<file path="config.mk">
export PLATFORM = sky130hd
export DESIGN_NAME = lfsr_symbol_source
export DESIGN_NICKNAME = d
export VERILOG_FILES = /design/src/logic/qam_types_pkg.sv /design/src/logic/lfsr_symbol_source.sv
export VERILOG_INCLUDE_DIRS = /design/src /design/src/logic
export SDC_FILE = /design/constraint.sdc
export NUM_CORES = 1
export LEC_CHECK = 0
export BUFFER_PORTS_ARGS = -buffer_cell sky130_fd_sc_hd__buf_2
export CAP_MARGIN = 25
export CORE_MARGIN = 3
export CORE_UTILIZATION = 45
export CTS_CLUSTER_SIZE = 8
export DETAILED_ROUTE_END_ITERATION = 8
export GPL_TIMING_DRIVEN = 0
export PLACE_DENSITY = 0.69
export SYNTH_ARGS = -nofsm -noshare
export SYNTH_HDL_FRONTEND = slang
export SYNTH_SLANG_ARGS = --single-unit
</file>
<file path="constraint.sdc">
create_clock -name sys_clk -period 2.5 [get_ports sys_clk]
set_clock_uncertainty 0.1 [all_clocks]
set_input_delay 0.5 -clock sys_clk [delete_from_list [all_inputs] [get_ports sys_clk]]
set_output_delay 0.5 -clock sys_clk [all_outputs]
set_load 0.02 [all_outputs]
</file>
<file path="src/logic/qam_tx_macros.svh">
`ifndef QAM_TX_MACROS_SVH
`define QAM_TX_MACROS_SVH

// Datapath widths
`define SAMPLE_W 18
`define DAC_W 14
`define LFSR_W 22

// sys_clk cycles per sample, samples per symbol
`define SAMPLE_DIV 4
`define SPS 4

// Unit constellation level, one eighth of full scale in 1s17
`define SYMBOL_REF 18'sd16384

// Register byte addresses
`define ADDR_CTRL 8'h00
`define ADDR_SEED 8'h04

`endif

</file>
<file path="src/logic/qam_types_pkg.sv">
`default_nettype none
`include "qam_tx_macros.svh"

package qam_types_pkg;

    // Signed 1s17 sample on either rail
    typedef logic signed [`SAMPLE_W-1:0] sample_t;
    // Offset binary DAC code
    typedef logic [`DAC_W-1:0] dac_word_t;
    // Low pair picks I, high pair picks Q
    typedef logic [3:0] symbol_t;
    typedef logic [`LFSR_W-1:0] lfsr_state_t;
    // Sample slot inside a symbol
    typedef logic [1:0] phase_t;

    // SRRC pulse, four samples per symbol, peak on tap 8
    localparam sample_t srrc_taps [0:16] = '{
        18'sd1300, -18'sd2600, -18'sd7200, -18'sd8500, -18'sd2600,
        18'sd14400, 18'sd36700, 18'sd57000, 18'sd65536, 18'sd57000,
        18'sd36700, 18'sd14400, -18'sd2600, -18'sd8500, -18'sd7200,
        -18'sd2600, 18'sd1300
    };

endpackage

`default_nettype wire

</file>
<file path="src/logic/lfsr_symbol_source.sv">
`timescale 1ns/1ps
`default_nettype none
`include "qam_tx_macros.svh"

module lfsr_symbol_source
    import qam_types_pkg::*;
(
    input  wire               sys_clk,
    input  wire               arst_n,
    input  wire               sym_en,
    input  wire lfsr_state_t  seed,
    input  wire               seed_load,
    output symbol_t           symbol
);

    lfsr_state_t state;

    // Four Fibonacci steps, taps 22 and 21
    // New bit enters at bit 0 each step
    function automatic lfsr_state_t step_symbol(input lfsr_state_t s);
        lfsr_state_t r;
        r = s;
        for (int k = 0; k < $bits(symbol_t); k++) begin
            r = {r[`LFSR_W-2:0], r[`LFSR_W-1] ^ r[`LFSR_W-2]};
        end
        return r;
    endfunction

    always_ff @(posedge sys_clk or negedge arst_n) begin
        if (!arst_n) begin
            state <= lfsr_state_t'(1);
        end else if (seed_load) begin
            // All-zero state would lock up
            state <= (seed == '0) ? lfsr_state_t'(1) : seed;
        end else if (sym_en) begin
            state <= step_symbol(state);
        end
    end

    // Four newest bits form the symbol
    assign symbol = state[$bits(symbol_t)-1:0];

endmodule

`default_nettype wire

</file>
==> reports/qor.csv <==
stage;metric;value;unit
global_routing;grt_first_pass_wirelength;4160;um
die;ios;30;
synth;synth_compound_area_share;10.4;%
global_routing;grt_antenna_before_repair;0;
power_and_ir_drop;irDropWorstVdd;0.442;mV
layout;nets;171;
power_and_ir_drop;leakagePower;0.676;nW
synth;ys.warnings.count;0;
route;wl;2550;um
synth;synth-xor-area-share;2.98;%
clock_tree;clockRootBuffer;clkbuf_4;
worst_setup_path;critical_path.max_fanout;3;
clock_tree;clockBufferDepth;2;
synth;synth-simple-area-share;13.5;%
die;die-area;3260;um2
worst_setup_path;crit_required;1.90;ns
clock_tree;clkTransAtPathRegs;0.12;ns
layout;n_fill_cell;211;
worst_setup_path;cp_data_arrival_time;1.10;ns
timing;finalSetupTns;0;ns
clock_tree;post_cts_buffers;0;
layout;final_common_cell;buf_2;
synth;syn_area_per_cell;10.4;um2
worst_setup_path;end_kind;output pin;
route;via_per_inst;5.33;
synth;syn_area;1180;um2
status;status;complete, no violations;
synth;synthMuxAreaShare;17.9;%
timing;slew_headroom;67.0;%
synth;seq_area_frac_synth;46.9;%
power_and_ir_drop;power_per_cell_area;558;nW/um2
power_and_ir_drop;power.total;0.766;mW
global_routing;grt_max_degree;23;
place;place.gp.congestion;0.765;
global_routing;grt_usage;16.5;%
timing;layout_setup_ws;0.800;ns
timing;tightest_slew;0.495;ns
clock_tree;cts_tree;done;
route;drtAntennaViolNets;0;
route;wl_per_cell;14.8;um
die;die_x;57.1;um
layout;fin_util;58.7;%
synth;synth_nets;139;
worst_setup_path;critPathKind;reg -> out;
clock_tree;cts_buffers;3;
layout;largest_reg_flops;22;
die;core;2340;um2
timing;period_minus_slack;1.70;ns
job;timing.max_cap.violations;0;
timing;hold_viol_final;0;
clock_tree;cts_sinks;22;
layout;drive_gt1_share;31.9;%
timing;finalSetupViolations;0;
timing;maxSlewViolCount;0;
route;drt_iter0_markers;20;
worst_setup_path;startpoint_type;flip-flop;
clock_tree;postCtsHoldBufs;0;
synth;syn-instance-count;113;
timing;period_share;68.0;%
layout;final_cell_mix;buf_2 (30), mux2i_1 (21), nand2_1 (21), dfrtp_1 (21), o21ai_1 (19);
route;drcViolationCount;0;
layout;largest-register;state;
route;drt_first_pass_iters;4;
die;start_util;50.3;%
place;pre_cts_slack;1.05;ns
clock_tree;post_cts_resized;0;
timing;fmax;588;MHz
route;vias;917;
layout;antennaDiodeCount;0;
worst_hold_path;hold_class;in -> async;
place;dp_hpwl;1980;um
die;fp.dieH;57.1;um
place;numPortBuffers;27;
worst_setup_path;rrSetupSlack;1.44;ns
synth;synth_fa_ha_area_share;0;%
synth;synth_top_family_by_area;multiplexers;
layout;reg_top3;state x22;
timing;grt_setup_unrepaired;false;
synth;yosys_register_bits;22;
global_routing;grt_pass1_vias;898;
layout;syn_to_final_growth;16.7;%
clock_tree;clk_latency;0.31;ns
global_routing;grt_overflow_total;0;
clock_tree;ctsHtreeMaxLevel;1;
synth;synth_cell_types;21;
die;row_count;17;
[routing by layer]
metal | track usage, % | up-vias | part of all wire, % | wire [um]
met5 | 0 | - | 0 | 0
met4 | 2.98 | 0 | 0.59 | 15
met3 | 5.20 | 2 | 5.0 | 128
met2 | 26.4 | 24 | 50 | 1280
met1 | 22.3 | 443 | 44 | 1120
li1 | - | 448 | - | -
[critical path, cell delays in order, from the launching register on]
cell and delay, ns:
dfstp_2 0.56, buf_4 0.10, buf_2 0.15
[layout make-up]
| type | instances | area [um2] | area share [%] |
|---|---|---|---|
| Timing Repair Buffer | 27 | 135 | 9.85 |
| Multi-Input combinational cell | 79 | 527 | 38.4 |
| Buffer | 12 | 97.6 | 7.11 |
| Clock buffer | 4 | 26.3 | 1.91 |
| Sequential cell | 22 | 552 | 40.2 |
| Tap cell | 28 | 35.0 | 2.55 |
[synth_stat cells]
master	n	area share, %
a211oi_1	1	0.64
buf_2	3	1.3
buf_4	5	3.2
buf_6	1	0.96
buf_8	2	2.6
clkbuf_1	1	0.32
dfrtp_1	21	45
dfstp_2	1	2.2
mux2i_1	21	18
nand2_1	21	6.7
nand3_1	1	0.43
nand4_1	1	0.53
nor2_1	2	0.64
nor2b_1	2	1.1
nor3_1	1	0.43
nor4_1	1	0.53
nor4_2	3	3.2
o21ai_0	1	0.43
o21ai_1	19	8.1
o221ai_2	1	1.3
xor2_1	4	3.0
[kinds of logic after synthesis]
logic type / Yosys count
mux: 21
xor+xnor: 4
compound gates: 22
flops: 22
buf+inv: 12
simple gates: 32
[where the power goes]
part,internal [mW],leakage [nW],switching [mW]
combinational,0.0844,0.396,0.0890
sequential,0.396,0.265,0.0295
clock,0.0622,0.0150,0.105
total,0.543,0.676,0.223
[metrics by stage]
stage	cell area, um2	hold WS [ns]	instances
6_report	1370	0.0380	172
5_1_grt	1370	0.0515	172
4_1_cts	1370	0.0495	172
3_5_place_dp	1350	0.391	168
3_3_place_gp	1350	0.387	168
2_1_floorplan	1180	0.104	113
[path summary, 6_finish.rpt]
| path | start | end | cells past startpoint |
|---|---|---|---|
| max reg2reg | state[20]$_DFFE_PN0P_ | state[20]$_DFFE_PN0P_ | 3 |
| min | arst_n | state[1]$_DFFE_PN0P_ | 1 |
| min in group sys_clk | seed[6] | state[6]$_DFFE_PN0P_ | 3 |
| max | state[0]$_DFFE_PN1P_ | symbol[0] | 2 |
| min reg2reg | state[15]$_DFFE_PN0P_ | state[19]$_DFFE_PN0P_ | 2 |
| max in group asynchronous | arst_n | state[0]$_DFFE_PN1P_ | 1 |
Power figures use the tool's default switching activity.
