`src/logic/qam_tx_macros.svh`:
```
`ifndef QAM_TX_MACROS_SVH
`define QAM_TX_MACROS_SVH

// Datapath widths
`define SAMPLE_W 18
`define DAC_W 14
`define LFSR_W 22

// sys_clk cycles per sample, samples per symbol
`define SAMPLE_DIV 4
`define SPS 4

// Unit constellation level, one eighth of full scale in 1s17
`define SYMBOL_REF 18'sd16384

// Register byte addresses
`define ADDR_CTRL 8'h00
`define ADDR_SEED 8'h04

`endif

```
`src/logic/qam_ctrl_pkg.sv`:
```
`default_nettype none

package qam_ctrl_pkg;

    // Wishbone byte address and data word
    typedef logic [7:0]  wb_adr_t;
    typedef logic [31:0] wb_dat_t;

    // Chain point routed to the DAC rails
    typedef enum logic [1:0] {
        TAP_FILTERED  = 2'd0,
        TAP_UPSAMPLED = 2'd1,
        TAP_SYMBOL    = 2'd2,
        TAP_ZERO      = 2'd3
    } tap_sel_e;

    // Arithmetic right shift ahead of the pulse filter
    typedef logic [1:0] gain_shift_t;

    typedef enum logic {WB_IDLE, WB_ACK} wb_state_e;

endpackage

`default_nettype wire

```
`src/logic/qam_types_pkg.sv`:
```
`default_nettype none
`include "qam_tx_macros.svh"

package qam_types_pkg;

    // Signed 1s17 sample on either rail
    typedef logic signed [`SAMPLE_W-1:0] sample_t;
    // Offset binary DAC code
    typedef logic [`DAC_W-1:0] dac_word_t;
    // Low pair picks I, high pair picks Q
    typedef logic [3:0] symbol_t;
    typedef logic [`LFSR_W-1:0] lfsr_state_t;
    // Sample slot inside a symbol
    typedef logic [1:0] phase_t;

    // SRRC pulse, four samples per symbol, peak on tap 8
    localparam sample_t srrc_taps [0:16] = '{
        18'sd1300, -18'sd2600, -18'sd7200, -18'sd8500, -18'sd2600,
        18'sd14400, 18'sd36700, 18'sd57000, 18'sd65536, 18'sd57000,
        18'sd36700, 18'sd14400, -18'sd2600, -18'sd8500, -18'sd7200,
        -18'sd2600, 18'sd1300
    };

endpackage

`default_nettype wire

```
`src/logic/dac_formatter.sv`:
```
`timescale 1ns/1ps
`default_nettype none
`include "qam_tx_macros.svh"

module dac_formatter
    import qam_types_pkg::*;
    import qam_ctrl_pkg::*;
(
    input  wire            sys_clk,
    input  wire            arst_n,
    input  wire            tx_enable,
    input  wire            sam_en,
    input  wire tap_sel_e  tap_sel,
    input  wire sample_t   filt_i,
    input  wire sample_t   filt_q,
    input  wire sample_t   up_i,
    input  wire sample_t   up_q,
    input  wire sample_t   sym_i,
    input  wire sample_t   sym_q,
    output dac_word_t      dac_a,
    output dac_word_t      dac_b,
    output logic           dac_wrt
);

    localparam dac_word_t MIDSCALE = dac_word_t'(1) << (`DAC_W - 1);

    sample_t sel_i;
    sample_t sel_q;
    logic    primed;
    logic    sam_d;

    // Top bits with inverted sign give offset binary
    function automatic dac_word_t to_offset(input sample_t s);
        return {~s[`SAMPLE_W-1], s[`SAMPLE_W-2 -: `DAC_W-1]};
    endfunction

    // Same tap point on both rails
    always_comb begin
        case (tap_sel)
            TAP_FILTERED: begin
                sel_i = filt_i;
                sel_q = filt_q;
            end
            TAP_UPSAMPLED: begin
                sel_i = up_i;
                sel_q = up_q;
            end
            TAP_SYMBOL: begin
                sel_i = sym_i;
                sel_q = sym_q;
            end
            default: begin
                sel_i = '0;
                sel_q = '0;
            end
        endcase
    end

    always_ff @(posedge sys_clk or negedge arst_n) begin
        if (!arst_n) begin
            primed  <= 1'b0;
            sam_d   <= 1'b0;
            dac_wrt <= 1'b0;
            dac_a   <= MIDSCALE;
            dac_b   <= MIDSCALE;
        end else begin
            // First sample after enable carries no symbol yet and is skipped
            primed  <= tx_enable && (primed || sam_en);
            // Filter output changes with sam_d
            sam_d   <= sam_en && primed;
            dac_wrt <= sam_d && tx_enable;
            if (sam_d && tx_enable) begin
                dac_a <= to_offset(sel_i);
                dac_b <= to_offset(sel_q);
            end
        end
    end

    // No write strobe once the transmitter is stopped
    a_wrt_enabled: assert property (@(posedge sys_clk) disable iff (!arst_n)
        dac_wrt |-> tx_enable);

endmodule

`default_nettype wire

```
`config.mk`:
```
export PLATFORM = sky130hd
export DESIGN_NAME = dac_formatter
export DESIGN_NICKNAME = d
export VERILOG_FILES = /design/src/logic/qam_ctrl_pkg.sv /design/src/logic/qam_types_pkg.sv /design/src/logic/dac_formatter.sv
export VERILOG_INCLUDE_DIRS = /design/src /design/src/logic
export SDC_FILE = /design/constraint.sdc
export NUM_CORES = 1
export LEC_CHECK = 0
export ABC_AREA = 1
export BUFFER_PORTS_ARGS = -buffer_cell sky130_fd_sc_hd__buf_2
export CORE_MARGIN = 1
export CORE_UTILIZATION = 40
export CTS_BUF_LIST = sky130_fd_sc_hd__clkbuf_16
export DETAILED_ROUTE_END_ITERATION = 10
export PLACE_DENSITY_LB_ADDON = 0.25
export SLEW_MARGIN = 20
export SYNTH_ARGS = -nofsm -noshare
export SYNTH_HDL_FRONTEND = slang
export SYNTH_SLANG_ARGS = --single-unit
```
`constraint.sdc`:
```
create_clock -name sys_clk -period 1.57 [get_ports sys_clk]
set_clock_uncertainty 0.15 [all_clocks]
set_input_delay 0 -clock sys_clk [delete_from_list [all_inputs] [get_ports sys_clk]]
set_output_delay 0 -clock sys_clk [all_outputs]
set_load 0.01 [all_outputs]
```
==> results.ini <==
[sta]
period_minus_slack_ns = 1.49
fin_ws_ns = 0.0841
rsz0062_at_grt = false
final-hold-violation-count = 0
worstMarginPinSlew_ns = 0.684
slew_headroom_pct = 54.4
tns_ns = 0
finalCritPeriodShare_pct = 94.6
final-max-slew-violation-count = 0
setup_violations = 0
timing.fmax_ghz = 0.673

[flow_run]
drv_cap = 0

[synth]
netlist_instances = 251
synth_area_leaders = dfrtp_1, nand2_1, nand3_1
ys_ff_latch = 31
synth_top_area_share_pct = 38.6
synth_compound_area_share_pct = 0.399
synth_top_family_by_area = simple AND/OR/NAND/NOR gates
synth_xor_xnor_area_share_pct = 0
synth-simple-area-share_pct = 46.7
yosysWarnings = 0
yosysUniqueCellTypes = 16
synth_fa_ha_area_share_pct = 0
syn_nets = 365
synth_top_area_cell = dfrtp_1
muxShareOfSynthArea_pct = 0
synth_area_mm2 = 0.00188
syn_avg_cell_area_um2 = 7.49
seq_area_frac_synth_pct = 41.4

[die]
die_w_um = 70.5
ios = 143
fp.dieH_um = 70.5
rows = 24
dieArea_mm2 = 0.00498
start_util_pct = 42.3
fp.coreArea_mm2 = 0.00444

[finish]
fillers = 351
final_cell_mix = buf_2, nand2_1, nand3_1
drive_gt1_share_pct = 33.3
fin_util_pct = 70.9
finalNetCount = 540
areaGrowthSynthToFinish_pct = 67.6
mostFrequentLayoutCell = buf_2
n_antenna_cell = 0

[route]
post_drt_wl_per_cell_um = 13.1
vias = 2378
drt-vias-per-instance = 4.96
wl_um = 6280
met3_length_um = 369
routed.top_layer = met4
drtAntennaViolNets = 0
dr.pass1.iters = 7
drc_errors = 8
met1_length_um = 2460
drt_iter0_markers = 148
dr_wl_met2_um = 3350

[clocking]
root_buffer = clkbuf_16
cts_sinks = 31
cts_tree = built
htreeDepth = 2
cts_made_buffers = 5
clk_pin_slew_ns = 0.04
insertion_delay_ns = 0.26
clockBufferDepth = 2

[placed_design]
portBuffers = 118
place_ws_ns = 0.344
place_hpwl_um = 3610
place_congestion = 0.769

[worst_hold_path]
hold_class = in2reg

[grt]
grt_pass1_wl_um = 10500
grt_max_degree = 32
grt_usage_pct = 26.7
grt_pass1_vias = 2361
antenna_found_initial = 0
grt_overflow = 0

[worst_setup_path]
crit_required_ns = 1.57
critPathMaxFanout = 1
crit_type = in2reg
startpoint_type = primary input
endpoint_kind = register
arrival_ns = 1.49

[power]
ir_drop_mv = 0.540
total_leakage_power_nw = 1.77
power_density_mw_per_mm2 = 860

[outcome]
status = complete, but fails checks
violations = design-rule violations

[Yosys cell counts]
library cell,instances
nand2_2,5
clkbuf_8,3
nand4_1,2
dfstp_2,2
o21a_1,1
nand3_1,80
dlymetal6s2s_1,1
inv_1,2
buf_6,12
nand3_2,2
nor2_4,1
buf_4,1
inv_2,2
nand2_1,107
buf_2,1
dfrtp_1,29
[per-layer routing]
layer  GRT usage [%]  vias up
li1                -     1176
met1            31.1     1087
met2            48.2      103
met3            6.70       12
met4            8.89        0
met5               0        -
[worst max-delay path, cell delays in order]
cell and delay [ns]:
dlygate4sd3_1 0.53, buf_2 0.13, nand2_1 0.07, nand3_1 0.07, dlygate4sd3_1 0.57, nand2_1 0.06, nand2_1 0.05
[per-stage QoR]
stage	cells	hold WS [ns]	instance area, um2	power, W
4_1_cts	479	0.103	3150	0.00272
3_5_place_dp	410	-0.0624	2400	0.00168
2_1_floorplan	251	-0.446	1880	0.00138
3_3_place_gp	410	-0.0707	2400	0.00167
5_1_grt	479	0.176	3150	0.00287
6_report	479	0.115	3150	0.00271
[where the power goes]
| part | switching (W) | internal [W] |
|---|---|---|
| registers | 0.0000706 | 0.000951 |
| clock network | 0.000307 | 0.000567 |
| logic | 0.000393 | 0.000420 |
| total | 0.000771 | 0.00194 |
[logic make-up after synthesis]
logic type | count (synthesis)
buffers and inverters | 22
AOI/OAI and AO/OA | 1
and+or+nand+nor | 197
DFF | 31
[cell type report]
| cell class | count | area, um2 | area share [%] |
|---|---|---|---|
| clock inverters | 3 | 11.3 | 0.357 |
| inverters | 4 | 20.0 | 0.635 |
| repair buffers | 186 | 1270 | 40.2 |
| clock buffers | 5 | 125 | 3.97 |
| well taps | 52 | 65.1 | 2.07 |
| multi-input cells | 198 | 885 | 28.1 |
| flip-flops and latches | 31 | 778 | 24.7 |
[flip-flops by register name, summed over array words and instances (netlist names)]
signal and flops:
dac_wrt 1, dac_a 14, dac_b 14, primed 1, sam_d 1
[what timing repair did]
| item | in CTS | in global routing |
|---|---|---|
| gates resized for setup | 0 | 4 |
| setup buffers | 0 | 0 |
| endpoints found under the hold margin | 59 | 0 |
| hold buffers | 61 | 0 |
| endpoints found under the setup margin | 0 | 20 |
[worst paths after layout]
path                             from         to  slack, ns  cells after the start
max                        filt_i[10]   dac_a[6]       0.08                      7
min reg2reg                 dac_a[13]  dac_a[13]       0.32                      2
min in group asynchronous      arst_n   dac_a[4]       0.16                      2
max reg2reg                     sam_d  dac_b[13]       0.45                      5
max in group asynchronous      arst_n   dac_b[8]       0.66                      2
min                        tap_sel[0]  dac_a[13]       0.12                      4
Power figures use the tool's default switching activity.
