$ cat src/logic/qam_tx_macros.svh
`ifndef QAM_TX_MACROS_SVH
`define QAM_TX_MACROS_SVH

// Datapath widths
`define SAMPLE_W 18
`define DAC_W 14
`define LFSR_W 22

// sys_clk cycles per sample, samples per symbol
`define SAMPLE_DIV 4
`define SPS 4

// Unit constellation level, one eighth of full scale in 1s17
`define SYMBOL_REF 18'sd16384

// Register byte addresses
`define ADDR_CTRL 8'h00
`define ADDR_SEED 8'h04

`endif

$ cat src/logic/qam_ctrl_pkg.sv
`default_nettype none

package qam_ctrl_pkg;

    // Wishbone byte address and data word
    typedef logic [7:0]  wb_adr_t;
    typedef logic [31:0] wb_dat_t;

    // Chain point routed to the DAC rails
    typedef enum logic [1:0] {
        TAP_FILTERED  = 2'd0,
        TAP_UPSAMPLED = 2'd1,
        TAP_SYMBOL    = 2'd2,
        TAP_ZERO      = 2'd3
    } tap_sel_e;

    // Arithmetic right shift ahead of the pulse filter
    typedef logic [1:0] gain_shift_t;

    typedef enum logic {WB_IDLE, WB_ACK} wb_state_e;

endpackage

`default_nettype wire

$ cat src/logic/qam_types_pkg.sv
`default_nettype none
`include "qam_tx_macros.svh"

package qam_types_pkg;

    // Signed 1s17 sample on either rail
    typedef logic signed [`SAMPLE_W-1:0] sample_t;
    // Offset binary DAC code
    typedef logic [`DAC_W-1:0] dac_word_t;
    // Low pair picks I, high pair picks Q
    typedef logic [3:0] symbol_t;
    typedef logic [`LFSR_W-1:0] lfsr_state_t;
    // Sample slot inside a symbol
    typedef logic [1:0] phase_t;

    // SRRC pulse, four samples per symbol, peak on tap 8
    localparam sample_t srrc_taps [0:16] = '{
        18'sd1300, -18'sd2600, -18'sd7200, -18'sd8500, -18'sd2600,
        18'sd14400, 18'sd36700, 18'sd57000, 18'sd65536, 18'sd57000,
        18'sd36700, 18'sd14400, -18'sd2600, -18'sd8500, -18'sd7200,
        -18'sd2600, 18'sd1300
    };

endpackage

`default_nettype wire

$ cat src/logic/srrc_interp_filter.sv
`timescale 1ns/1ps
`default_nettype none
`include "qam_tx_macros.svh"

module srrc_interp_filter
    import qam_types_pkg::*;
    import qam_ctrl_pkg::*;
(
    input  wire               sys_clk,
    input  wire               arst_n,
    input  wire               tx_enable,
    input  wire               sam_en,
    input  wire phase_t       phase,
    input  wire gain_shift_t  gain_shift,
    input  wire sample_t      level,
    output sample_t           filt,
    output sample_t           upsampled
);

    localparam int NTAPS = $size(srrc_taps);
    // Symbols spanned by the pulse
    localparam int DEPTH = (NTAPS + `SPS - 1) / `SPS;
    // 2s34 products plus growth for the five-term sum
    localparam int ACC_W = 2 * `SAMPLE_W + 3;
    localparam int FRAC  = `SAMPLE_W - 1;

    sample_t                 line [DEPTH];
    sample_t                 line_next [DEPTH];
    sample_t                 level_sh;
    phase_t                  sub;
    logic signed [ACC_W-1:0] acc;

    // Mapper output settles one sample after sym_en
    // so timing slot 1 is slot 0 of the upsampled stream
    assign sub = phase - phase_t'(1);

    // Gain applied before the delay line
    assign level_sh = level >>> gain_shift;

    // New symbol enters at slot 0, line otherwise static
    always_comb begin
        line_next = line;
        if (sub == '0) begin
            line_next[0] = level_sh;
            for (int i = 1; i < DEPTH; i++) begin
                line_next[i] = line[i-1];
            end
        end
    end

    // Polyphase branch: taps sub, sub+4, sub+8 ...
    // Tap 16 exists only in branch 0
    always_comb begin
        acc = '0;
        for (int i = 0; i < DEPTH; i++) begin
            if (`SPS * i + int'(sub) < NTAPS) begin
                acc += srrc_taps[`SPS * i + int'(sub)] * line_next[i];
            end
        end
    end

    always_ff @(posedge sys_clk or negedge arst_n) begin
        if (!arst_n) begin
            line      <= '{default: '0};
            filt      <= '0;
            upsampled <= '0;
        end else if (!tx_enable) begin
            // Flush so a restart begins from silence
            line      <= '{default: '0};
            filt      <= '0;
            upsampled <= '0;
        end else if (sam_en) begin
            line <= line_next;
            // Truncate back to 1s17
            filt <= acc[FRAC + `SAMPLE_W - 1 : FRAC];
            // Zero-stuffed input seen by the filter
            upsampled <= (sub == '0) ? level_sh : '0;
        end
    end

    // Branch select must stay put between samples
    a_phase_on_sample: assert property (@(posedge sys_clk) disable iff (!arst_n)
        $changed(phase) |-> ($past(sam_en) || !$past(tx_enable)));

endmodule

`default_nettype wire

$ cat config.mk
export PLATFORM = sky130hd
export DESIGN_NAME = srrc_interp_filter
export DESIGN_NICKNAME = d
export VERILOG_FILES = /design/src/logic/qam_ctrl_pkg.sv /design/src/logic/qam_types_pkg.sv /design/src/logic/srrc_interp_filter.sv
export VERILOG_INCLUDE_DIRS = /design/src /design/src/logic
export SDC_FILE = /design/constraint.sdc
export NUM_CORES = 2
export LEC_CHECK = 0
export ABC_AREA = 1
export BUFFER_PORTS_ARGS = -buffer_cell sky130_fd_sc_hd__buf_2
export CAP_MARGIN = 20
export CORE_MARGIN = 2
export CORE_UTILIZATION = 35
export DETAILED_ROUTE_END_ITERATION = 10
export SYNTH_ARGS = -nofsm -noshare
export SYNTH_HDL_FRONTEND = slang
export SYNTH_SLANG_ARGS = --single-unit
$ cat constraint.sdc
create_clock -name sys_clk -period 27.9 [get_ports sys_clk]
set_input_delay 1.395 -clock sys_clk [delete_from_list [all_inputs] [get_ports sys_clk]]
set_output_delay 1.395 -clock sys_clk [all_outputs]
set_load 0.01 [all_outputs]
==> impl_metrics.py <==
metrics = {
    "grt": {
        "overflow": 0,
        "grt_pass1_vias": 39496,
        "antenna_found_initial": 0,
        "grt_pass1_wl_um": 232900,
        "grt_use_total": 0.2099,
        "grt_max_degree": 78,
    },
    "clock_network": {
        "cts_hold_buf": 0,
        "numCtsBuffers": 17,
        "root_buffer": "clkbuf_16",
        "post_cts_buffers": 0,
        "cts_tree": "yes",
        "ctsLongestPathBuffers": 2,
        "cts.sinks": 126,
        "cts.clk_slew.worst_paths_ps": 70,
        "cts.repair.resized": 0,
        "cts-htree-levels": 4,
        "worstSkewPairLatency_ps": 520,
    },
    "hold_path": {
        "hold_class": "reg2reg",
    },
    "finish": {
        "final_nets": 7387,
        "diodes": 0,
        "drive_gt1_frac": 0.04026,
        "area_growth_pct": 6.521,
        "nFillCells": 14567,
        "stdcell_area_sq_um": 52980,
    },
    "timing": {
        "slew_viol_final": 0,
        "max_slew_margin": 0.2560,
        "tightest_slew_ps": 1116,
        "fin_skew_ps": 19.16,
        "min_period_ps": 22460,
        "rsz0062_at_grt": "no",
        "worst_slack_ps": 5443,
        "setup_tns_ps": 0,
        "fin_crit_sh": 0.8049,
        "hold_violations": 0,
        "fmax_mhz": 44.53,
        "setup_viol": 0,
    },
    "synth": {
        "netlist_area_sq_um": 49730,
        "post-synth-top-area-cell": "fa_1",
        "synth.area.top_cells": "fa_1, ha_1, inv_1, dfrtp_1, nand2_1",
        "async_flop_share": 1.000,
        "yosysWarnings": 0,
        "synth_cell_types": 53,
        "synth.area.mux_share": 0.003019,
        "ys.flop_type": "dfrtp_1",
        "ys_seq_area_frac": 0.06340,
        "synthAdderAreaFrac": 0.6095,
        "syn_avg_cell_area_sq_um": 8.854,
        "yosys.area.top_type_share": 0.4613,
        "synth_top_family_by_area": "adder cells",
        "synth-xor-area-share": 0.02254,
        "syn_inst": 5617,
        "syn-num-nets": 7378,
        "synth_seq_cells": 126,
        "synthSimpleGateAreaFrac": 0.09932,
        "synth_compound_area_frac": 0.06581,
        "synth_edf_count": 0,
    },
    "worst_setup_path": {
        "worst_ep_arrival_time_ps": 22860,
        "cp.required_ps": 28300,
        "critical_path.max_stage_delay_ps": 590,
        "cp-start-kind": "input pin",
        "cpMostUsedCell": "fa_1",
        "end_kind": "flop",
        "crit_type": "in2reg",
        "cpMaxStageDelayCell": "inv_1",
        "critPathMaxFanout": 39,
    },
    "die": {
        "io_pins": 62,
        "die_x_um": 381.0,
        "fp.dieArea_sq_um": 145100,
        "dieHeight_um": 381.0,
        "coreArea_sq_um": 141200,
        "rows": 138,
        "start_util": 0.3521,
    },
    "drt": {
        "dr.pass1.iters": 7,
        "drcViolationCount": 0,
        "drt-initial-drc-count": 2422,
        "vias": 36657,
        "drt-total-wl_um": 147400,
        "ant_nets": 0,
        "drt-vias-per-instance": 4.869,
        "wl_per_cell_um": 19.58,
    },
    "placement": {
        "hpwlAfterDp_um": 126900,
        "place.port_buffers": 61,
        "pre_cts_slack_ps": 5093,
        "placed_cell_area_sq_um": 52340,
        "gp_congestion": 0.9452,
    },
    "flow_run": {
        "drv_cap": 0,
    },
    "run_status": {
        "status": "complete, no violations",
    },
}
[cells in the mapped netlist, types with 3 or more instances]
cell / n
a211oi_1: 3
a21boi_2: 6
a21o_1: 9
a21oi_1: 160
a21oi_2: 19
a31oi_1: 10
a32o_1: 3
buf_1: 5
clkbuf_1: 108
clkinv_1: 14
dfrtp_1: 126
fa_1: 1146
ha_1: 589
inv_1: 1669
inv_2: 4
mux2i_1: 15
nand2_1: 677
nand2_2: 12
nand3_1: 63
nand4_1: 12
nor2_1: 460
nor3_1: 15
nor4_1: 9
o211ai_1: 16
o21a_1: 3
o21ai_0: 191
o21ai_1: 23
o21ai_2: 19
o21bai_1: 10
o21bai_2: 4
o221ai_1: 6
o22ai_1: 56
or2_2: 3
xnor2_1: 49
xor2_1: 79
[metal layers]
| metal | wire, um | vias to the layer above | part of all wire | GRT usage |
|---|---|---|---|---|
| li1 | - | 16583 | - | - |
| met1 | 61760 | 18700 | 0.42 | 0.2767 |
| met2 | 69890 | 1135 | 0.47 | 0.3460 |
| met3 | 9140 | 239 | 0.062 | 0.03242 |
| met4 | 6591 | 0 | 0.045 | 0.08220 |
| met5 | 0 | - | 0 | 0 |
[metrics by stage]
step                      hold WS (ps)  utilization  cells
after floorplan                  447.8            -   5617
after global placement           462.8       0.3705   7495
after detailed placement         468.3       0.3705   7495
after CTS                        485.1       0.3750   7527
after global routing             516.1       0.3751   7529
final                            483.3       0.3751   7529
[sequential cells by signal, summed over array words and instances (netlist names)]
signal     cells
line          90
upsampled     18
filt          18
[worst max-delay path, delay by kind of cell]
kind / cells / cell delay [ps]
compound gates: 15 / 2760
xor+xnor: 4 / 1330
fa+ha+maj: 30 / 12550
buf+inv: 17 / 2510
simple gates: 15 / 2200
[area by class of cell]
class                      count  area [sq um]  share of cell area
clock inverter                13         177.7            0.003354
tap                         1890          2365             0.04464
inverter                    1687          6334              0.1196
clock buffer                  19         452.9            0.008550
timing repair buffer         107         651.9             0.01230
multi-input combinational   3687         39840              0.7521
sequential                   126          3153             0.05952
[worst paths after layout]
path | startpoint | to | slack [ps] | depth (start not counted)
max | phase[1] | filt[17] | 5440 | 81
min | line[14] | line[14] | 480 | 2
max reg2reg | line[78] | filt[17] | 7370 | 78
min reg2reg | line[14] | line[14] | 480 | 2
max in group asynchronous | arst_n | line[36] | 25520 | 2
min in group asynchronous | arst_n | line[77] | 960 | 1
[placed cells by master (no fill, tap or decap), types with 19 or more instances in the layout]
| master | instances |
|---|---|
| nand2_1 | 676 |
| inv_1 | 1667 |
| xnor2_1 | 49 |
| ha_1 | 585 |
| o21ai_2 | 19 |
| o22ai_1 | 56 |
| xor2_1 | 79 |
| fa_1 | 1146 |
| buf_2 | 61 |
| o21ai_1 | 25 |
| dfrtp_1 | 126 |
| a21oi_1 | 160 |
| nor2_1 | 456 |
| buf_4 | 44 |
| o21ai_0 | 189 |
| a21oi_2 | 19 |
| nand3_1 | 63 |
[cell families (layout without fill, tap and decap cells)]
logic type | count (synthesis) | count (layout)
adder cells (fa/ha/maj) | 1735 | 1735
multiplexers | 15 | 15
flip-flops | 126 | 126
AND/OR/NAND/NOR | 1259 | 1259
XOR/XNOR | 128 | 128
buffers and inverters | 1804 | 1826
AO/OA/AOI/OAI | 550 | 550
Power is not shown: default switching activity piles up to over one toggle a cycle in this logic, so the estimate is an artifact.
