<file path="src/logic/qam_tx_macros.svh">
`ifndef QAM_TX_MACROS_SVH
`define QAM_TX_MACROS_SVH

// Datapath widths
`define SAMPLE_W 18
`define DAC_W 14
`define LFSR_W 22

// sys_clk cycles per sample, samples per symbol
`define SAMPLE_DIV 4
`define SPS 4

// Unit constellation level, one eighth of full scale in 1s17
`define SYMBOL_REF 18'sd16384

// Register byte addresses
`define ADDR_CTRL 8'h00
`define ADDR_SEED 8'h04

`endif

</file>
<file path="src/logic/qam_ctrl_pkg.sv">
`default_nettype none

package qam_ctrl_pkg;

    // Wishbone byte address and data word
    typedef logic [7:0]  wb_adr_t;
    typedef logic [31:0] wb_dat_t;

    // Chain point routed to the DAC rails
    typedef enum logic [1:0] {
        TAP_FILTERED  = 2'd0,
        TAP_UPSAMPLED = 2'd1,
        TAP_SYMBOL    = 2'd2,
        TAP_ZERO      = 2'd3
    } tap_sel_e;

    // Arithmetic right shift ahead of the pulse filter
    typedef logic [1:0] gain_shift_t;

    typedef enum logic {WB_IDLE, WB_ACK} wb_state_e;

endpackage

`default_nettype wire

</file>
<file path="src/logic/qam_types_pkg.sv">
`default_nettype none
`include "qam_tx_macros.svh"

package qam_types_pkg;

    // Signed 1s17 sample on either rail
    typedef logic signed [`SAMPLE_W-1:0] sample_t;
    // Offset binary DAC code
    typedef logic [`DAC_W-1:0] dac_word_t;
    // Low pair picks I, high pair picks Q
    typedef logic [3:0] symbol_t;
    typedef logic [`LFSR_W-1:0] lfsr_state_t;
    // Sample slot inside a symbol
    typedef logic [1:0] phase_t;

    // SRRC pulse, four samples per symbol, peak on tap 8
    localparam sample_t srrc_taps [0:16] = '{
        18'sd1300, -18'sd2600, -18'sd7200, -18'sd8500, -18'sd2600,
        18'sd14400, 18'sd36700, 18'sd57000, 18'sd65536, 18'sd57000,
        18'sd36700, 18'sd14400, -18'sd2600, -18'sd8500, -18'sd7200,
        -18'sd2600, 18'sd1300
    };

endpackage

`default_nettype wire

</file>
<file path="src/logic/tx_csr_wb.sv">
`timescale 1ns/1ps
`default_nettype none
`include "qam_tx_macros.svh"

module tx_csr_wb
    import qam_ctrl_pkg::*;
    import qam_types_pkg::*;
(
    input  wire              sys_clk,
    input  wire              arst_n,
    input  wire              wb_cyc,
    input  wire              wb_stb,
    input  wire              wb_we,
    input  wire wb_adr_t     wb_adr,
    input  wire wb_dat_t     wb_dat_w,
    output wb_dat_t          wb_dat_r,
    output logic             wb_ack,
    output logic             tx_enable,
    output tap_sel_e         tap_sel,
    output gain_shift_t      gain_shift,
    output lfsr_state_t      seed,
    output logic             seed_load
);

    wb_state_e state;
    wb_dat_t   rd_data;
    logic      req;

    // New transfer only accepted from idle
    assign req = wb_cyc && wb_stb && (state == WB_IDLE);
    // Ack lasts exactly the one ACK cycle
    assign wb_ack = (state == WB_ACK);

    // Readback mux, unmapped addresses give zero
    always_comb begin
        case (wb_adr)
            `ADDR_CTRL: rd_data = wb_dat_t'({gain_shift, tap_sel, tx_enable});
            `ADDR_SEED: rd_data = wb_dat_t'(seed);
            default:    rd_data = '0;
        endcase
    end

    // Idle -> ack -> idle, forces a gap between acks
    always_ff @(posedge sys_clk or negedge arst_n) begin
        if (!arst_n) begin
            state <= WB_IDLE;
        end else if (req) begin
            state <= WB_ACK;
        end else begin
            state <= WB_IDLE;
        end
    end

    // Register writes, taken on the request edge
    always_ff @(posedge sys_clk or negedge arst_n) begin
        if (!arst_n) begin
            tx_enable  <= 1'b0;
            tap_sel    <= TAP_FILTERED;
            gain_shift <= '0;
            seed       <= '0;
            seed_load  <= 1'b0;
        end else begin
            seed_load <= 1'b0;
            if (req && wb_we) begin
                case (wb_adr)
                    `ADDR_CTRL: begin
                        tx_enable  <= wb_dat_w[0];
                        tap_sel    <= tap_sel_e'(wb_dat_w[2:1]);
                        gain_shift <= wb_dat_w[4:3];
                    end
                    `ADDR_SEED: begin
                        seed <= wb_dat_w[`LFSR_W-1:0];
                        // Seed only reaches the LFSR while stopped
                        seed_load <= !tx_enable;
                    end
                    default: ;
                endcase
            end
        end
    end

    // Read data captured with the request, valid in the ack cycle
    always_ff @(posedge sys_clk) begin
        if (req && !wb_we) begin
            wb_dat_r <= rd_data;
        end
    end

    // Master must still hold cyc and stb whenever we ack
    a_ack_in_cycle: assert property (@(posedge sys_clk) disable iff (!arst_n)
        wb_ack |-> (wb_cyc && wb_stb));

endmodule

`default_nettype wire

</file>
<file path="config.mk">
export PLATFORM = sky130hd
export DESIGN_NAME = tx_csr_wb
export DESIGN_NICKNAME = d
export VERILOG_FILES = /design/src/logic/qam_ctrl_pkg.sv /design/src/logic/qam_types_pkg.sv /design/src/logic/tx_csr_wb.sv
export VERILOG_INCLUDE_DIRS = /design/src /design/src/logic
export SDC_FILE = /design/constraint.sdc
export NUM_CORES = 1
export LEC_CHECK = 0
export ABC_AREA = 1
export BUFFER_PORTS_ARGS = -buffer_cell sky130_fd_sc_hd__buf_4
export CORE_ASPECT_RATIO = 1.4
export CORE_MARGIN = 5
export CORE_UTILIZATION = 46
export DETAILED_ROUTE_END_ITERATION = 8
export GPL_TIMING_DRIVEN = 0
export HOLD_SLACK_MARGIN = 0.05
export PLACE_DENSITY = 0.79
export SLEW_MARGIN = 20
export SYNTH_ARGS = -nofsm -noshare
export SYNTH_HDL_FRONTEND = slang
export SYNTH_SLANG_ARGS = --single-unit
</file>
<file path="constraint.sdc">
create_clock -name sys_clk -period 2.81 [get_ports sys_clk]
set_clock_uncertainty 0.2 [all_clocks]
set_input_delay 0.281 -clock sys_clk [delete_from_list [all_inputs] [get_ports sys_clk]]
set_output_delay 0.281 -clock sys_clk [all_outputs]
set_load 0.02 [all_outputs]
</file>
==> insert_results.sql <==
INSERT INTO impl_metrics (metric_group, metric, value, unit) VALUES
('placed_design', 'dpl.cell_count', '381', ''),
('synthesis', 'synth_most_common_cell', 'nand2_1', ''),
('synthesis', 'ys_ff_latch', '51', ''),
('cts', 'clock-root-buffer', 'clkbuf_8', ''),
('drt', 'highest-signal-layer', 'met4', ''),
('power_and_ir_drop', 'power_leakage', '1.67', 'nW'),
('synthesis', 'synth_compound_area_share', '0', '%'),
('final_layout', 'drive_above_1_share', '36.3', '%'),
('floorplan', 'floorplan_row_count', '30', ''),
('floorplan', 'die_extent_in_x', '68.8', 'µm'),
('drt', 'routed-wl-met3', '285', 'µm'),
('timing', 'fin_crit_sh', '64.5', '%'),
('cts', 'clk_path_buf_depth', '2', ''),
('final_layout', 'finalNonFillerCells', '414', ''),
('drt', 'remaining_drc_errors', '0', ''),
('drt', 'antenna_violating_nets_left', '0', ''),
('grt', 'number_of_antenna_violations_at_the_first_check_in_global_routing', '0', ''),
('synthesis', 'synth_largest_type_area_fraction', '32.6', '%'),
('placed_design', 'gpl.final_weighted_congestion', '0.805', ''),
('drt', 'dr_vias', '1838', ''),
('drt', 'detail_route.first_pass.iterations', '5', ''),
('drt', 'wl_met1', '1.93', 'mm'),
('synthesis', 'postSynth.asyncResetShare', '56.9', '%'),
('cts', 'cts_repair_resize_count', '0', ''),
('job', 'timing.max_cap.violations', '0', ''),
('power_and_ir_drop', 'p_switching', '0.310', 'mW'),
('floorplan', 'core_area', '0.00477', 'mm²'),
('floorplan', 'design.portCount', '106', ''),
('final_layout', 'area_growth', '49.9', '%'),
('grt', 'grt_start_max_net_pins', '30', ''),
('critical_path', 'worstPathMaxFanout', '17', ''),
('cts', 'clk_latency', '0.30', 'ns'),
('timing', 'max_freq', '552', 'MHz'),
('synthesis', 'synth.avg_cell_area', '10.0', 'µm²'),
('status', 'run_status', 'finished clean', ''),
('critical_path', 'worst-setup-path-type', 'input pin to register', ''),
('power_and_ir_drop', 'intPower', '1.08', 'mW'),
('power_and_ir_drop', 'switching_share', '22.4', '%'),
('cts', 'cts_tree', 'yes', ''),
('power_and_ir_drop', 'relative_contribution_of_the_clock_network_to_total_power', '31.0', '%'),
('timing', 'final-hold-violation-count', '0', ''),
('synthesis', 'top_ff_cell_synth', 'dfrtp_1', ''),
('floorplan', 'dieArea', '0.00635', 'mm²'),
('grt', 'groute.usage.overall', '18.3', '%'),
('final_layout', 'antenna_cells', '0', ''),
('cts', 'clock_sink_count', '51', ''),
('power_and_ir_drop', 'power_density', '415', 'mW/mm²'),
('critical_path', 'critPathArrivalTime', '1.61', 'ns'),
('drt', 'first_iter_violations', '55', ''),
('critical_path', 'start_kind', 'input pin', ''),
('final_layout', 'design_area', '0.00334', 'mm²'),
('timing', 'slew_violations', '0', ''),
('placed_design', 'dpl.hpwl', '4.00', 'mm'),
('synthesis', 'post_synth_most_frequent_cells', 'nand2_1, dfrtp_1, nand3_1', ''),
('timing', 'rsz_0062_raised_after_global_routing', 'false', ''),
('synthesis', 'syn-cell-area', '0.00222', 'mm²'),
('timing', 'totalNegativeSetupSlack', '0', 'ns'),
('grt', 'globalRouteOverflowTotal', '0', ''),
('drt', 'wl_per_cell', '13.2', 'µm'),
('cts', 'cts_setup_buffers', '0', ''),
('timing', 'least_setup_slack_across_all_paths_after_layout', '0.998', 'ns'),
('power_and_ir_drop', 'p_seq_share', '57.2', '%'),
('worst_hold_path', 'hold_path.class', 'input pin to register', ''),
('synthesis', 'synthDistinctLibCells', '16', ''),
('synthesis', 'count_of_flip_flops_with_a_built_in_enable_after_synthesis', '22', ''),
('placed_design', 'dpl_worst_slack', '1.19', 'ns'),
('synthesis', 'area_share_of_xor_xnor_cells_in_the_synthesized_design', '0', '%'),
('final_layout', 'nNetsFinal', '394', ''),
('cts', 'clk_transition_reported_paths', '0.09', 'ns'),
('placed_design', 'postPlaceCellArea', '0.00299', 'mm²'),
('synthesis', 'largest_family_of_logic_cells_by_synthesized_area', 'simple AND/OR/NAND/NOR gates', '');
through the flow:
step                      hold WS [ns]  power (mW)  util [%]
after global routing             0.133        1.43      70.0
after floorplan                 -0.215       0.869         -
after CTS                        0.130        1.40      70.0
after global placement          0.0225       0.940      62.4
after detailed placement        0.0244       0.942      62.7
final                            0.128        1.39      70.0
flip-flops by register name (all words and copies together), names as in the netlist:
signal	flops
gain_shift	2
wb_ack	1
seed	22
seed_load	1
tap_sel	2
tx_enable	1
wb_dat_r	22
cell type report:
class,instances,area (µm²)
flip-flops and latches,51,1390
repair buffers,111,900
multi-input cells,139,607
clock inverters,1,8.76
plain buffers,20,184
inverters,21,83.8
well taps,64,80.1
clock buffers,7,86.3
fillers,357,1430
layer usage:
metal / up-vias / track usage, %
met3: 15 / 3.06
met4: 0 / 7.97
met5: - / 0
met2: 62 / 32.6
li1: 924 / -
met1: 837 / 20.5
final timing paths:
path	start	endpoint	slack, ns	cells past startpoint
worst max register to register	wb_ack	wb_dat_r[8]	1.20	3
worst max-delay path	wb_stb	wb_dat_r[8]	1.0	5
worst min-delay path	wb_we	wb_dat_r[2]	0.13	2
min in group asynchronous	arst_n	seed[12]	0.26	2
max in group asynchronous	arst_n	gain_shift[0]	1.87	2
worst min register to register	tx_enable	seed_load	0.30	1
power by group through the flow:
stage / Sequential, mW / Clock, mW / Combinational, mW
floorplan: 0.825 / 0 / 0.0442
global placement: 0.809 / 0 / 0.131
detailed placement: 0.809 / 0 / 0.133
CTS: 0.793 / 0.445 / 0.162
global route: 0.795 / 0.462 / 0.176
finish: 0.793 / 0.430 / 0.163
cell usage in the layout (no fill, tap or decap):
cell type / instances
buf_2: 2
buf_4: 95
buf_6: 6
buf_8: 1
clkbuf_1: 1
clkbuf_8: 8
clkinv_4: 1
conb_1: 10
dfrtp_1: 29
dlygate4sd3_1: 25
edfxtp_1: 22
inv_1: 20
inv_6: 1
nand2_1: 74
nand3_1: 27
nand3b_4: 1
nor2_1: 15
nor2_2: 11
nor2_4: 1
worst max-delay path: stages:
cell and delay [ns]:
dlygate4sd3_1 0.55, buf_4 0.13, nand3b_4 0.08, nor2_2 0.31
buf_6 0.25
kinds of logic (layout without fill, tap and decap cells):
kind of cell           after synthesis  after routing
other                                1             10
buffers and inverters               41            160
and+or+nand+nor                    129            129
DFF                                 51             51
timing repair:
item                       in CTS  in global routing
setup endpoints to repair       0                  0
hold endpoints to repair       57                  0
hold buffers                   25                  0
(Power assumes the default switching activity.)
