===== config.mk =====
export PLATFORM = sky130hd
export DESIGN_NAME = tx_timing_gen
export DESIGN_NICKNAME = d
export VERILOG_FILES = /design/src/logic/qam_types_pkg.sv /design/src/logic/tx_timing_gen.sv
export VERILOG_INCLUDE_DIRS = /design/src /design/src/logic
export SDC_FILE = /design/constraint.sdc
export NUM_CORES = 1
export LEC_CHECK = 0
export BUFFER_PORTS_ARGS = -buffer_cell sky130_fd_sc_hd__buf_4
export CAP_MARGIN = 20
export CELL_PAD_IN_SITES_DETAIL_PLACEMENT = 2
export CELL_PAD_IN_SITES_GLOBAL_PLACEMENT = 2
export CORE_AREA = 4 4 41 43
export CTS_BUF_LIST = sky130_fd_sc_hd__clkbuf_4
export DETAILED_ROUTE_END_ITERATION = 10
export DIE_AREA = 0 0 45 47
export PLACE_DENSITY = 0.53
export SLEW_MARGIN = 20
export SYNTH_ARGS = -nofsm -noshare
export SYNTH_HDL_FRONTEND = slang
export SYNTH_SLANG_ARGS = --single-unit

===== constraint.sdc =====
create_clock -name sys_clk -period 2 [get_ports sys_clk]
set_input_delay 0 -clock sys_clk [delete_from_list [all_inputs] [get_ports sys_clk]]
set_output_delay 0 -clock sys_clk [all_outputs]
set_load 0.01 [all_outputs]

===== src/logic/qam_tx_macros.svh =====
`ifndef QAM_TX_MACROS_SVH
`define QAM_TX_MACROS_SVH

// Datapath widths
`define SAMPLE_W 18
`define DAC_W 14
`define LFSR_W 22

// sys_clk cycles per sample, samples per symbol
`define SAMPLE_DIV 4
`define SPS 4

// Unit constellation level, one eighth of full scale in 1s17
`define SYMBOL_REF 18'sd16384

// Register byte addresses
`define ADDR_CTRL 8'h00
`define ADDR_SEED 8'h04

`endif


===== src/logic/qam_types_pkg.sv =====
`default_nettype none
`include "qam_tx_macros.svh"

package qam_types_pkg;

    // Signed 1s17 sample on either rail
    typedef logic signed [`SAMPLE_W-1:0] sample_t;
    // Offset binary DAC code
    typedef logic [`DAC_W-1:0] dac_word_t;
    // Low pair picks I, high pair picks Q
    typedef logic [3:0] symbol_t;
    typedef logic [`LFSR_W-1:0] lfsr_state_t;
    // Sample slot inside a symbol
    typedef logic [1:0] phase_t;

    // SRRC pulse, four samples per symbol, peak on tap 8
    localparam sample_t srrc_taps [0:16] = '{
        18'sd1300, -18'sd2600, -18'sd7200, -18'sd8500, -18'sd2600,
        18'sd14400, 18'sd36700, 18'sd57000, 18'sd65536, 18'sd57000,
        18'sd36700, 18'sd14400, -18'sd2600, -18'sd8500, -18'sd7200,
        -18'sd2600, 18'sd1300
    };

endpackage

`default_nettype wire


===== src/logic/tx_timing_gen.sv =====
`timescale 1ns/1ps
`default_nettype none
`include "qam_tx_macros.svh"

module tx_timing_gen
    import qam_types_pkg::*;
(
    input  wire     sys_clk,
    input  wire     arst_n,
    input  wire     tx_enable,
    output logic    sam_en,
    output logic    sym_en,
    output phase_t  phase
);

    localparam int DIV_W = $clog2(`SAMPLE_DIV);

    logic [DIV_W-1:0] div_cnt;
    logic             sam_due;

    // Divider parked at zero, so first enabled edge starts a sample
    assign sam_due = tx_enable && (div_cnt == '0);

    always_ff @(posedge sys_clk or negedge arst_n) begin
        if (!arst_n) begin
            div_cnt <= '0;
            sam_en  <= 1'b0;
            sym_en  <= 1'b0;
            phase   <= '0;
        end else begin
            sam_en <= sam_due;
            // Symbol boundary at sample slot 0
            sym_en <= sam_due && (phase == '0);
            if (!tx_enable) begin
                div_cnt <= '0;
                phase   <= '0;
            end else begin
                if (div_cnt == DIV_W'(`SAMPLE_DIV - 1)) begin
                    div_cnt <= '0;
                end else begin
                    div_cnt <= div_cnt + 1'b1;
                end
                // Phase names the slot of the upcoming sample
                if (sam_en) begin
                    phase <= (phase == phase_t'(`SPS - 1)) ? '0 : phase + 1'b1;
                end
            end
        end
    end

    // Symbol strobe always rides on a sample strobe
    a_sym_on_sam: assert property (@(posedge sys_clk) disable iff (!arst_n)
        sym_en |-> sam_en);

endmodule

`default_nettype wire


==> out/metrics.csv, run 1 <==
metric,value,unit
DRC,0,
Post-synth EDFFs,0,
outcome,completed,
P&R area growth vs syn,39.1,%
chip width,45,um
first-pass GRT wire length,772,um
clk slew on worst S/H paths,0.04,ns
H-tree levels,1,
Design Power,0.296,mW
Crit path largest cell delay,0.37,ns
initial drt markers,5,
GRT Residual Overflow,0,
met3 wire length,54,um
setup violators final,0,
Leakage,0.176,nW
CTS tree,built,
maximum fanout along the worst path,3,
Synth Flop Type,dfrtp_1,
Synth Area per Inst,12.3,um2
Synth area leader,dfrtp_1,
Inserted Clock Buffers,3,
WP data arrival,1.14,ns
Crit Path Class,reg -> reg,
Pins Over Slew Limit,0,
Core ar.,1300,um2
RSZ-0062 raised after global routing,no,
top-count cell post-synth,dfrtp_1,
crit path time final,1.01,ns
ANT nets after route,0,
Vias per Instance,3.78,
Post-Syn Instances,20,
# Max-Cap Violations,0,
vias in the first global route,189,
Hold Path Cell Cnt,2,
Final GP Congestion,0.591,
Worst VDD drop,0.260,mV
pin count of the biggest net entering global routing,7,
CP Launch Point,phase[0]$_DFFE_PN0P_,
Highest Signal Layer,met4,
Post-Route Skew,0.00164,ns
Worst setup EP type,flip-flop,
Initial Utilization,0.189,
crit path cell chain,inv_1 > ha_1 > mux2i_1 > nor2b_1,
top-area cell type share of the netlist area,0.609,
clk sinks,6,
synth top area cells,"dfrtp_1 (61%), ha_1 (10%), and2_1 (7.6%), inv_1 (6.1%), nor2b_1 (5.1%)",
router iterations before antenna repair,2,
Post-CTS Resized,0,
Least-Margin Pin Slew,0.116,ns
Yosys cell types,8,
via count,170,
met2 routed WL,183,um
initial antenna violation count,0,
top post-synthesis cells by count,"dfrtp_1 (6), inv_1 (4), and2_1 (3)",
PortBufs,6,
fin nets,37,
Die H,47,um
final period utilization,0.505,
die area,2120,um2
hold path start,tx_enable,
Final TNS setup,0,ns
clk buf depth,2,
Power per Cell Area,864,nW/um2
max_slew headroom,0.920,
r2r worst-path depth,4,
ys async rst share,1.00,
Avg WL per Cell,9.49,um
"Hold Vio Cnt, Final",0,
share of cells above drive strength 1,0.300,
clock insertion delay at the later pin of the skew report,0.24,ns
Crit-path slowest cell,dfrtp_1,
Mapped Nets,25,
Std-Cell Rows,13,
Final Util,0.263,
met1 WL,170,um
register bit total from synthesis,6,
Synth warnings,0,
R2R Path Start,phase[0]$_DFFE_PN0P_,
clk root buf,clkbuf_4,
final WL,427,um
register area share after synthesis,0.609,
Worst EP required,2.13,ns
crit start category,flip-flop,
fmax,991,MHz
Hold Crit Class,in -> reg,
Boundary Pins,7,
Synth Cell Area,246,um2
total track usage,0.0588,
Antenna diodes,0,
fillers,150,
metal layers:
metal | track usage | vias up
li1 | - | 81
met1 | 0.0624 | 79
met2 | 0.0734 | 8
met3 | 0.0230 | 2
met4 | 0.0877 | 0
met5 | 0 | -
cells by family (layout without fill, tap and decap cells):
| logic type | count (synthesis) | after routing | synth area share |
|---|---|---|---|
| buffers and inverters | 4 | 14 | 0.0609 |
| flip-flops | 6 | 6 | 0.609 |
| AND/OR/NAND/NOR | 6 | 6 | 0.152 |
| adder cells (fa/ha/maj) | 2 | 2 | 0.102 |
| XOR/XNOR | 1 | 1 | 0.0355 |
| multiplexers | 1 | 1 | 0.0406 |
final cells by class:
cell class	count	area (um2)	share of cell area
inverter	4	15.0	0.0438
tap	15	18.8	0.0547
clock buffer	3	22.5	0.0657
multi-input combinational	10	81.3	0.237
sequential	6	150	0.438
timing repair buffer	7	55.1	0.161
path summary, 6_finish.rpt:
check                                        to  slack [ns]
hold / removal             phase[0]$_DFFE_PN0P_        0.01
setup reg to reg           phase[1]$_DFFE_PN0P_        0.99
hold reg to reg            div_cnt[0]$_DFF_PN0_        0.43
min in group asynchronous  div_cnt[0]$_DFF_PN0_        0.12
setup / recovery           phase[1]$_DFFE_PN0P_        0.99
max in group asynchronous  phase[1]$_DFFE_PN0P_        1.77
power breakdown:
part	switching (mW)	total (mW)	internal, mW	leakage [nW]
clock	0.0429	0.111	0.0678	0.0138
combinational	0.0197	0.0456	0.0259	0.0841
sequential	0.00691	0.140	0.133	0.0785
flip-flops by register name (all words and copies together), names as in the netlist:
register,count
div_cnt,2
phase,2
sam_en,1
sym_en,1
critical path, delay by kind of cell, from the launching register on:
kind,cells,cell delay (ns)
fa+ha+maj,1,0.28
buf+inv,1,0.06
mux,1,0.13
flops,1,0.37
simple gates,1,0.06
timing repair:
action | in CTS | in global routing
hold endpoints to repair | 6 | 0
setup buffers | 0 | 0
hold buffers | 1 | 0
cell usage in the layout, fill, tap and decap left out, drive strengths merged:
cell and n:
and2 3, and3 1, buf 6, clkbuf 3, dfrtp 6, dlygate4sd3 1, ha 2, inv 4
mux2i 1, nor2b 2, xor2 1
metrics by stage:
| step | cell area, um2 | setup slack (ns) | hold WS, ns | instances |
|---|---|---|---|---|
| detailed placement | 310 | 0.985 | -0.187 | 41 |
| CTS | 343 | 0.980 | 0.0106 | 45 |
| global route | 343 | 0.907 | 0.0364 | 45 |
| finish | 343 | 0.991 | 0.00987 | 45 |
| global placement | 310 | 0.994 | -0.189 | 41 |
| floorplan | 246 | 0.982 | -0.296 | 20 |
No activity file was read; power rests on OpenSTA's default activity.
==> run 2: changes to the inputs <==
ABC_AREA = 1   (was unset)
PLACE_DENSITY = 0.58   (was 0.53)
clock period = 1 ns   (was 2 ns; I/O delays follow)
==> out/metrics.csv, run 2 <==
metric,value,unit,change
outcome,completed,,
WP data arrival,1.06,ns,-0.08 ns
Final GP Congestion,0.612,,+3.6%
total track usage,0.0851,,+0.0263
Crit Path Class,reg -> reg,,
Post-synth EDFFs,0,,unchanged
fin nets,47,,+27%
clk root buf,clkbuf_4,,
"setup slack, reg-to-reg",0.07,ns,-0.92 ns
Least-Margin Pin Slew,0.168,ns,+0.0519 ns
fillers,164,,+9.3%
Antenna diodes,0,,unchanged
register bit total from synthesis,6,,unchanged
CTS tree,built,,
Leakage,0.217,nW,+23%
initial drt markers,1,,-4
Synth Area per Inst,9.21,um2,-25%
Mapped Nets,33,,+32%
top-area cell type share of the netlist area,0.583,,-0.0266
clk sinks,6,,unchanged
clk slew on worst S/H paths,0.05,ns,about the same
most frequent cells in the layout,"inv_1 (9), buf_4 (8), dfrtp_1 (6), nand2_1 (4)",,
Worst EP required,1.14,ns,-0.99 ns
top-count cell post-synth,inv_1,,
crit path time final,0.929,ns,-0.0802 ns
share of cells above drive strength 1,0.325,,+0.0250
DRC,0,,unchanged
P&R area growth vs syn,43.2,%,
Avg WL per Cell,10.8,um,+14%
final period utilization,0.929,,+0.424
first-pass GRT wire length,1050,um,+36%
ys async rst share,1.00,,unchanged
# Max-Cap Violations,0,,unchanged
Vias per Instance,3.93,,+4.0%
Yosys cell types,8,,unchanged
pin count of the biggest net entering global routing,7,,unchanged
worst r2r dst,phase[1]$_DFFE_PN0P_,,
Core ar.,1300,um2,unchanged
Design Power,0.606,mW,+100%
router iterations before antenna repair,2,,unchanged
"commonest non-fill, non-tap cell in the layout",inv_1,,
max_slew headroom,0.888,,-0.0324
Final Worst Setup Slack,0.0710,ns,-0.920 ns
Inserted Clock Buffers,3,,unchanged
Regs by FF count,"div_cnt (2), phase (2)",,
Critical Path End,phase[1]$_DFFE_PN0P_,,
PortBufs,6,,unchanged
Initial Utilization,0.198,,+0.00865
GRT Residual Overflow,0,,unchanged
ANT nets after route,0,,unchanged
via count,216,,+27%
Hold Crit Class,in -> reg,,
Final TNS setup,0,ns,unchanged
Post-Syn Instances,28,,+40%
Boundary Pins,7,,unchanged
initial antenna violation count,0,,unchanged
Post-Route Skew,0.000754,ns,-0.000887 ns
Worst Setup Slack post-DPL,0.0666,ns,-0.919 ns
vias in the first global route,255,,+35%
fmax,1080,MHz,+8.6%
R2R Path Start,phase[1]$_DFFE_PN0P_,,
chip width,45,um,unchanged
area of the multi-input gates,73.8,um2,-9.2%
die area,2120,um2,unchanged
Post-CTS Resized,0,,unchanged
RSZ-0062 raised after global routing,no,,
Die H,47,um,unchanged
H-tree levels,1,,unchanged
Synth warnings,0,,unchanged
Synth Flop Type,dfrtp_1,,
final WL,596,um,+40%
register area share after synthesis,0.583,,-0.0266
Worst VDD drop,0.763,mV,+190%
Synth area leader,dfrtp_1,,
hold path start,tx_enable,,
Synth Cell Area,258,um2,+4.6%
maximum fanout along the worst path,3,,unchanged
crit start category,flip-flop,,
CP Launch Point,phase[1]$_DFFE_PN0P_,,
r2r worst-path depth,4,,unchanged
Sequential cell area,150,um2,unchanged
setup violators final,0,,unchanged
synth top area cells,"dfrtp_1 (58%), inv_1 (13%), ha_1 (9.7%), nand2_1 (5.8%), nor2_1 (4.4%)",,
top post-synthesis cells by count,"inv_1 (9), dfrtp_1 (6), nand2_1 (4)",,
"Hold Vio Cnt, Final",0,,unchanged
Power per Cell Area,1640,nW/um2,+90%
Std-Cell Rows,13,,unchanged
Worst setup EP type,flip-flop,,
Pins Over Slew Limit,0,,unchanged
clock insertion delay at the later pin of the skew report,0.25,ns,about the same
clk buf depth,2,,unchanged
==> run 2: cell types whose count changed after synthesis, moves of 2 or more <==
cell	before	now
inv_1	4	9
nand2_1	0	4
and2_1	3	0
nor2_1	0	3
nand3_1	0	2
nor2b_1	2	0
==> run 2: timing repair <==
action	in CTS	in global routing
setup buffers	0	1
hold buffers	1	0
endpoints found under the setup margin	0	1
hold endpoints to repair	6	0
==> run 2: worst min path at each step <==
| stage | endpoint | slack [ns] | cells past startpoint |
|---|---|---|---|
| 2_1_floorplan | div_cnt[0]$_DFF_PN0_ | -0.30 | 0 |
| 3_3_place_gp | div_cnt[0]$_DFF_PN0_ | -0.19 | 1 |
| 3_5_place_dp | div_cnt[0]$_DFF_PN0_ | -0.19 | 1 |
| 4_1_cts | div_cnt[1]$_DFF_PN0_ | 0.006 | 3 |
| 5_1_grt | div_cnt[1]$_DFF_PN0_ | 0.005 | 3 |
| 6_report | div_cnt[1]$_DFF_PN0_ | 0.003 | 3 |
==> run 2: metrics by stage <==
stage	instance area (um2)	hold slack [ns]	cells	utilization
global placement	329	-0.187	50	0.253
CTS	362	0.00624	54	0.278
floorplan	258	-0.296	28	-
detailed placement	329	-0.188	50	0.253
finish	369	0.00263	55	0.284
global route	369	0.00524	55	0.284
==> run 2: layer usage <==
| layer | share of wire | vias to the layer above | GRT usage | routed length (um) |
|---|---|---|---|---|
| met2 | 0.47 | 7 | 0.130 | 283 |
| met4 | 0.079 | 0 | 0.158 | 47 |
| met1 | 0.37 | 100 | 0.0580 | 223 |
| met5 | 0 | - | 0 | 0 |
| li1 | - | 105 | - | - |
| met3 | 0.070 | 4 | 0.0345 | 42 |
==> run 2: worst max-delay path, stage by stage, from the launching register on <==
cell and delay, ns:
dfrtp_1 0.36, inv_1 0.06, ha_1 0.26, nand3_1 0.08, nand2_1 0.06
==> run 2: area by class of cell <==
cell class,count,share of cell area
Timing Repair Buffer,9,0.190
Inverter,9,0.0915
Tap cell,15,0.0508
Sequential cell,6,0.407
Clock buffer,3,0.0610
Multi-Input combinational cell,13,0.200
==> run 2: cell families after synthesis <==
group         count (synthesis)  share of synthesized area
fa+ha+maj                     2                     0.0971
flops                         6                      0.583
simple gates                 11                      0.189
buf+inv                       9                      0.131
==> run 2: report_power, final <==
part	total (mW)	switching (mW)	internal, mW
Sequential	0.277	0.0129	0.264
Clock	0.227	0.0908	0.136
Combinational	0.102	0.0510	0.0511
Total	0.606	0.155	0.451
==> run 3: changes to the inputs <==
RECOVER_POWER = 100   (was unset)
==> out/metrics.csv, run 3 (same netlist as run 2, synthesis figures left out) <==
metric,value,unit,change
router iterations before antenna repair,2,,unchanged
outcome,completed,,
Final Util,0.278,,-0.00577
total track usage,0.0851,,unchanged
Avg WL per Cell,10.8,um,-0.17%
"commonest non-fill, non-tap cell in the layout",inv_1,,
Crit Path Class,reg -> reg,,
chip width,45,um,unchanged
Vias per Instance,3.93,,unchanged
Worst EP required,1.14,ns,about the same
setup violators final,0,,unchanged
vias in the first global route,255,,unchanged
final WL,595,um,-0.17%
share of cells above drive strength 1,0.275,,-0.0500
Post-CTS Resized,0,,unchanged
Leakage,0.210,nW,-3.5%
initial antenna violation count,0,,unchanged
DRC,0,,unchanged
RSZ-0062 raised after global routing,no,,
clock insertion delay at the later pin of the skew report,0.25,ns,about the same
pin count of the biggest net entering global routing,7,,unchanged
Worst Setup Slack post-DPL,0.0666,ns,unchanged
clk root buf,clkbuf_4,,
Post-Route Skew,0.000561,ns,-0.000194 ns
clk sinks,6,,unchanged
Antenna diodes,0,,unchanged
Final Worst Setup Slack,0.0712,ns,+0.000215 ns
maximum fanout along the worst path,3,,unchanged
crit path time final,0.929,ns,-0.000215 ns
Initial Utilization,0.198,,unchanged
WP data arrival,1.06,ns,about the same
Std-Cell Rows,13,,unchanged
Hold Crit Class,in -> reg,,
fin nets,47,,unchanged
fmax,1080,MHz,about the same
Final TNS setup,0,ns,unchanged
Regs by FF count,"div_cnt (2), phase (2)",,
most frequent cells in the layout,"inv_1 (9), dfrtp_1 (6), buf_4 (6), nand2_1 (4)",,
P&R area growth vs syn,40.3,%,
Final GP Congestion,0.612,,unchanged
PortBufs,6,,unchanged
final period utilization,0.929,,about the same
placed insts,50,,unchanged
Worst VDD drop,0.763,mV,about the same
H-tree levels,1,,unchanged
ANT nets after route,0,,unchanged
clk buf depth,2,,unchanged
Pins Over Slew Limit,0,,unchanged
Boundary Pins,7,,unchanged
Power per Cell Area,1660,nW/um2,+1.2%
Die H,47,um,unchanged
crit start category,flip-flop,,
initial drt markers,1,,unchanged
via count,216,,unchanged
max_slew headroom,0.777,,-0.111
Core ar.,1300,um2,unchanged
clk slew on worst S/H paths,0.05,ns,about the same
Least-Margin Pin Slew,0.335,ns,+0.166 ns
die area,2120,um2,unchanged
non-filler instance count after layout,55,,unchanged
# Max-Cap Violations,0,,unchanged
Inserted Clock Buffers,3,,unchanged
Worst setup EP type,flip-flop,,
GRT Residual Overflow,0,,unchanged
CTS tree,built,,
first-pass GRT wire length,1050,um,unchanged
"Hold Vio Cnt, Final",0,,unchanged
==> run 3: worst paths after layout <==
kind,startpoint,end,slack (ns),depth (start not counted)
min in group asynchronous,arst_n,phase[1]$_DFFE_PN0P_,0.17,2
max in group asynchronous,arst_n,sym_en$_DFF_PN0_,0.59,2
hold reg to reg,div_cnt[0]$_DFF_PN0_,div_cnt[0]$_DFF_PN0_,0.42,1
setup reg to reg,phase[1]$_DFFE_PN0P_,phase[1]$_DFFE_PN0P_,0.07,4
setup / recovery,phase[1]$_DFFE_PN0P_,phase[1]$_DFFE_PN0P_,0.07,4
hold / removal,tx_enable,div_cnt[1]$_DFF_PN0_,0.001,3
==> run 3: layout make-up <==
class / instances / area [um2]
Sequential cell: 6 / 150
Tap cell: 15 / 18.8
Inverter: 9 / 33.8
Fill cell: 165 / 940
Timing Repair Buffer: 9 / 62.6
Multi-Input combinational cell: 13 / 73.8
Clock buffer: 3 / 22.5
==> run 3: through the flow <==
step	hold WS [ns]	instance area, um2	power [mW]
finish	0.00149	362	0.601
global placement	-0.187	329	0.374
detailed placement	-0.188	329	0.381
floorplan	-0.296	258	0.325
global route	0.00524	362	0.650
CTS	0.00624	362	0.621
==> run 3: power breakdown <==
part | switching (mW) | internal, mW
logic | 0.0509 | 0.0460
registers | 0.0126 | 0.264
clock network | 0.0910 | 0.136
==> run 3: timing repair <==
action                                  CTS  global route
hold buffers                              1             0
endpoints found under the setup margin    0             1
setup buffers                             0             1
hold endpoints to repair                  6             0
==> run 3: layer usage <==
| metal | vias up | track usage | routed length [um] |
|---|---|---|---|
| li1 | 105 | - | - |
| met5 | - | 0 | 0 |
| met2 | 7 | 0.130 | 285 |
| met4 | 0 | 0.158 | 47 |
| met1 | 100 | 0.0580 | 220 |
| met3 | 4 | 0.0345 | 42 |
==> run 3: critical path, stage by stage (launching register included) <==
cell     delay [ns]
dfrtp_1        0.36
inv_1          0.06
ha_1           0.26
nand3_1        0.08
nand2_1        0.06
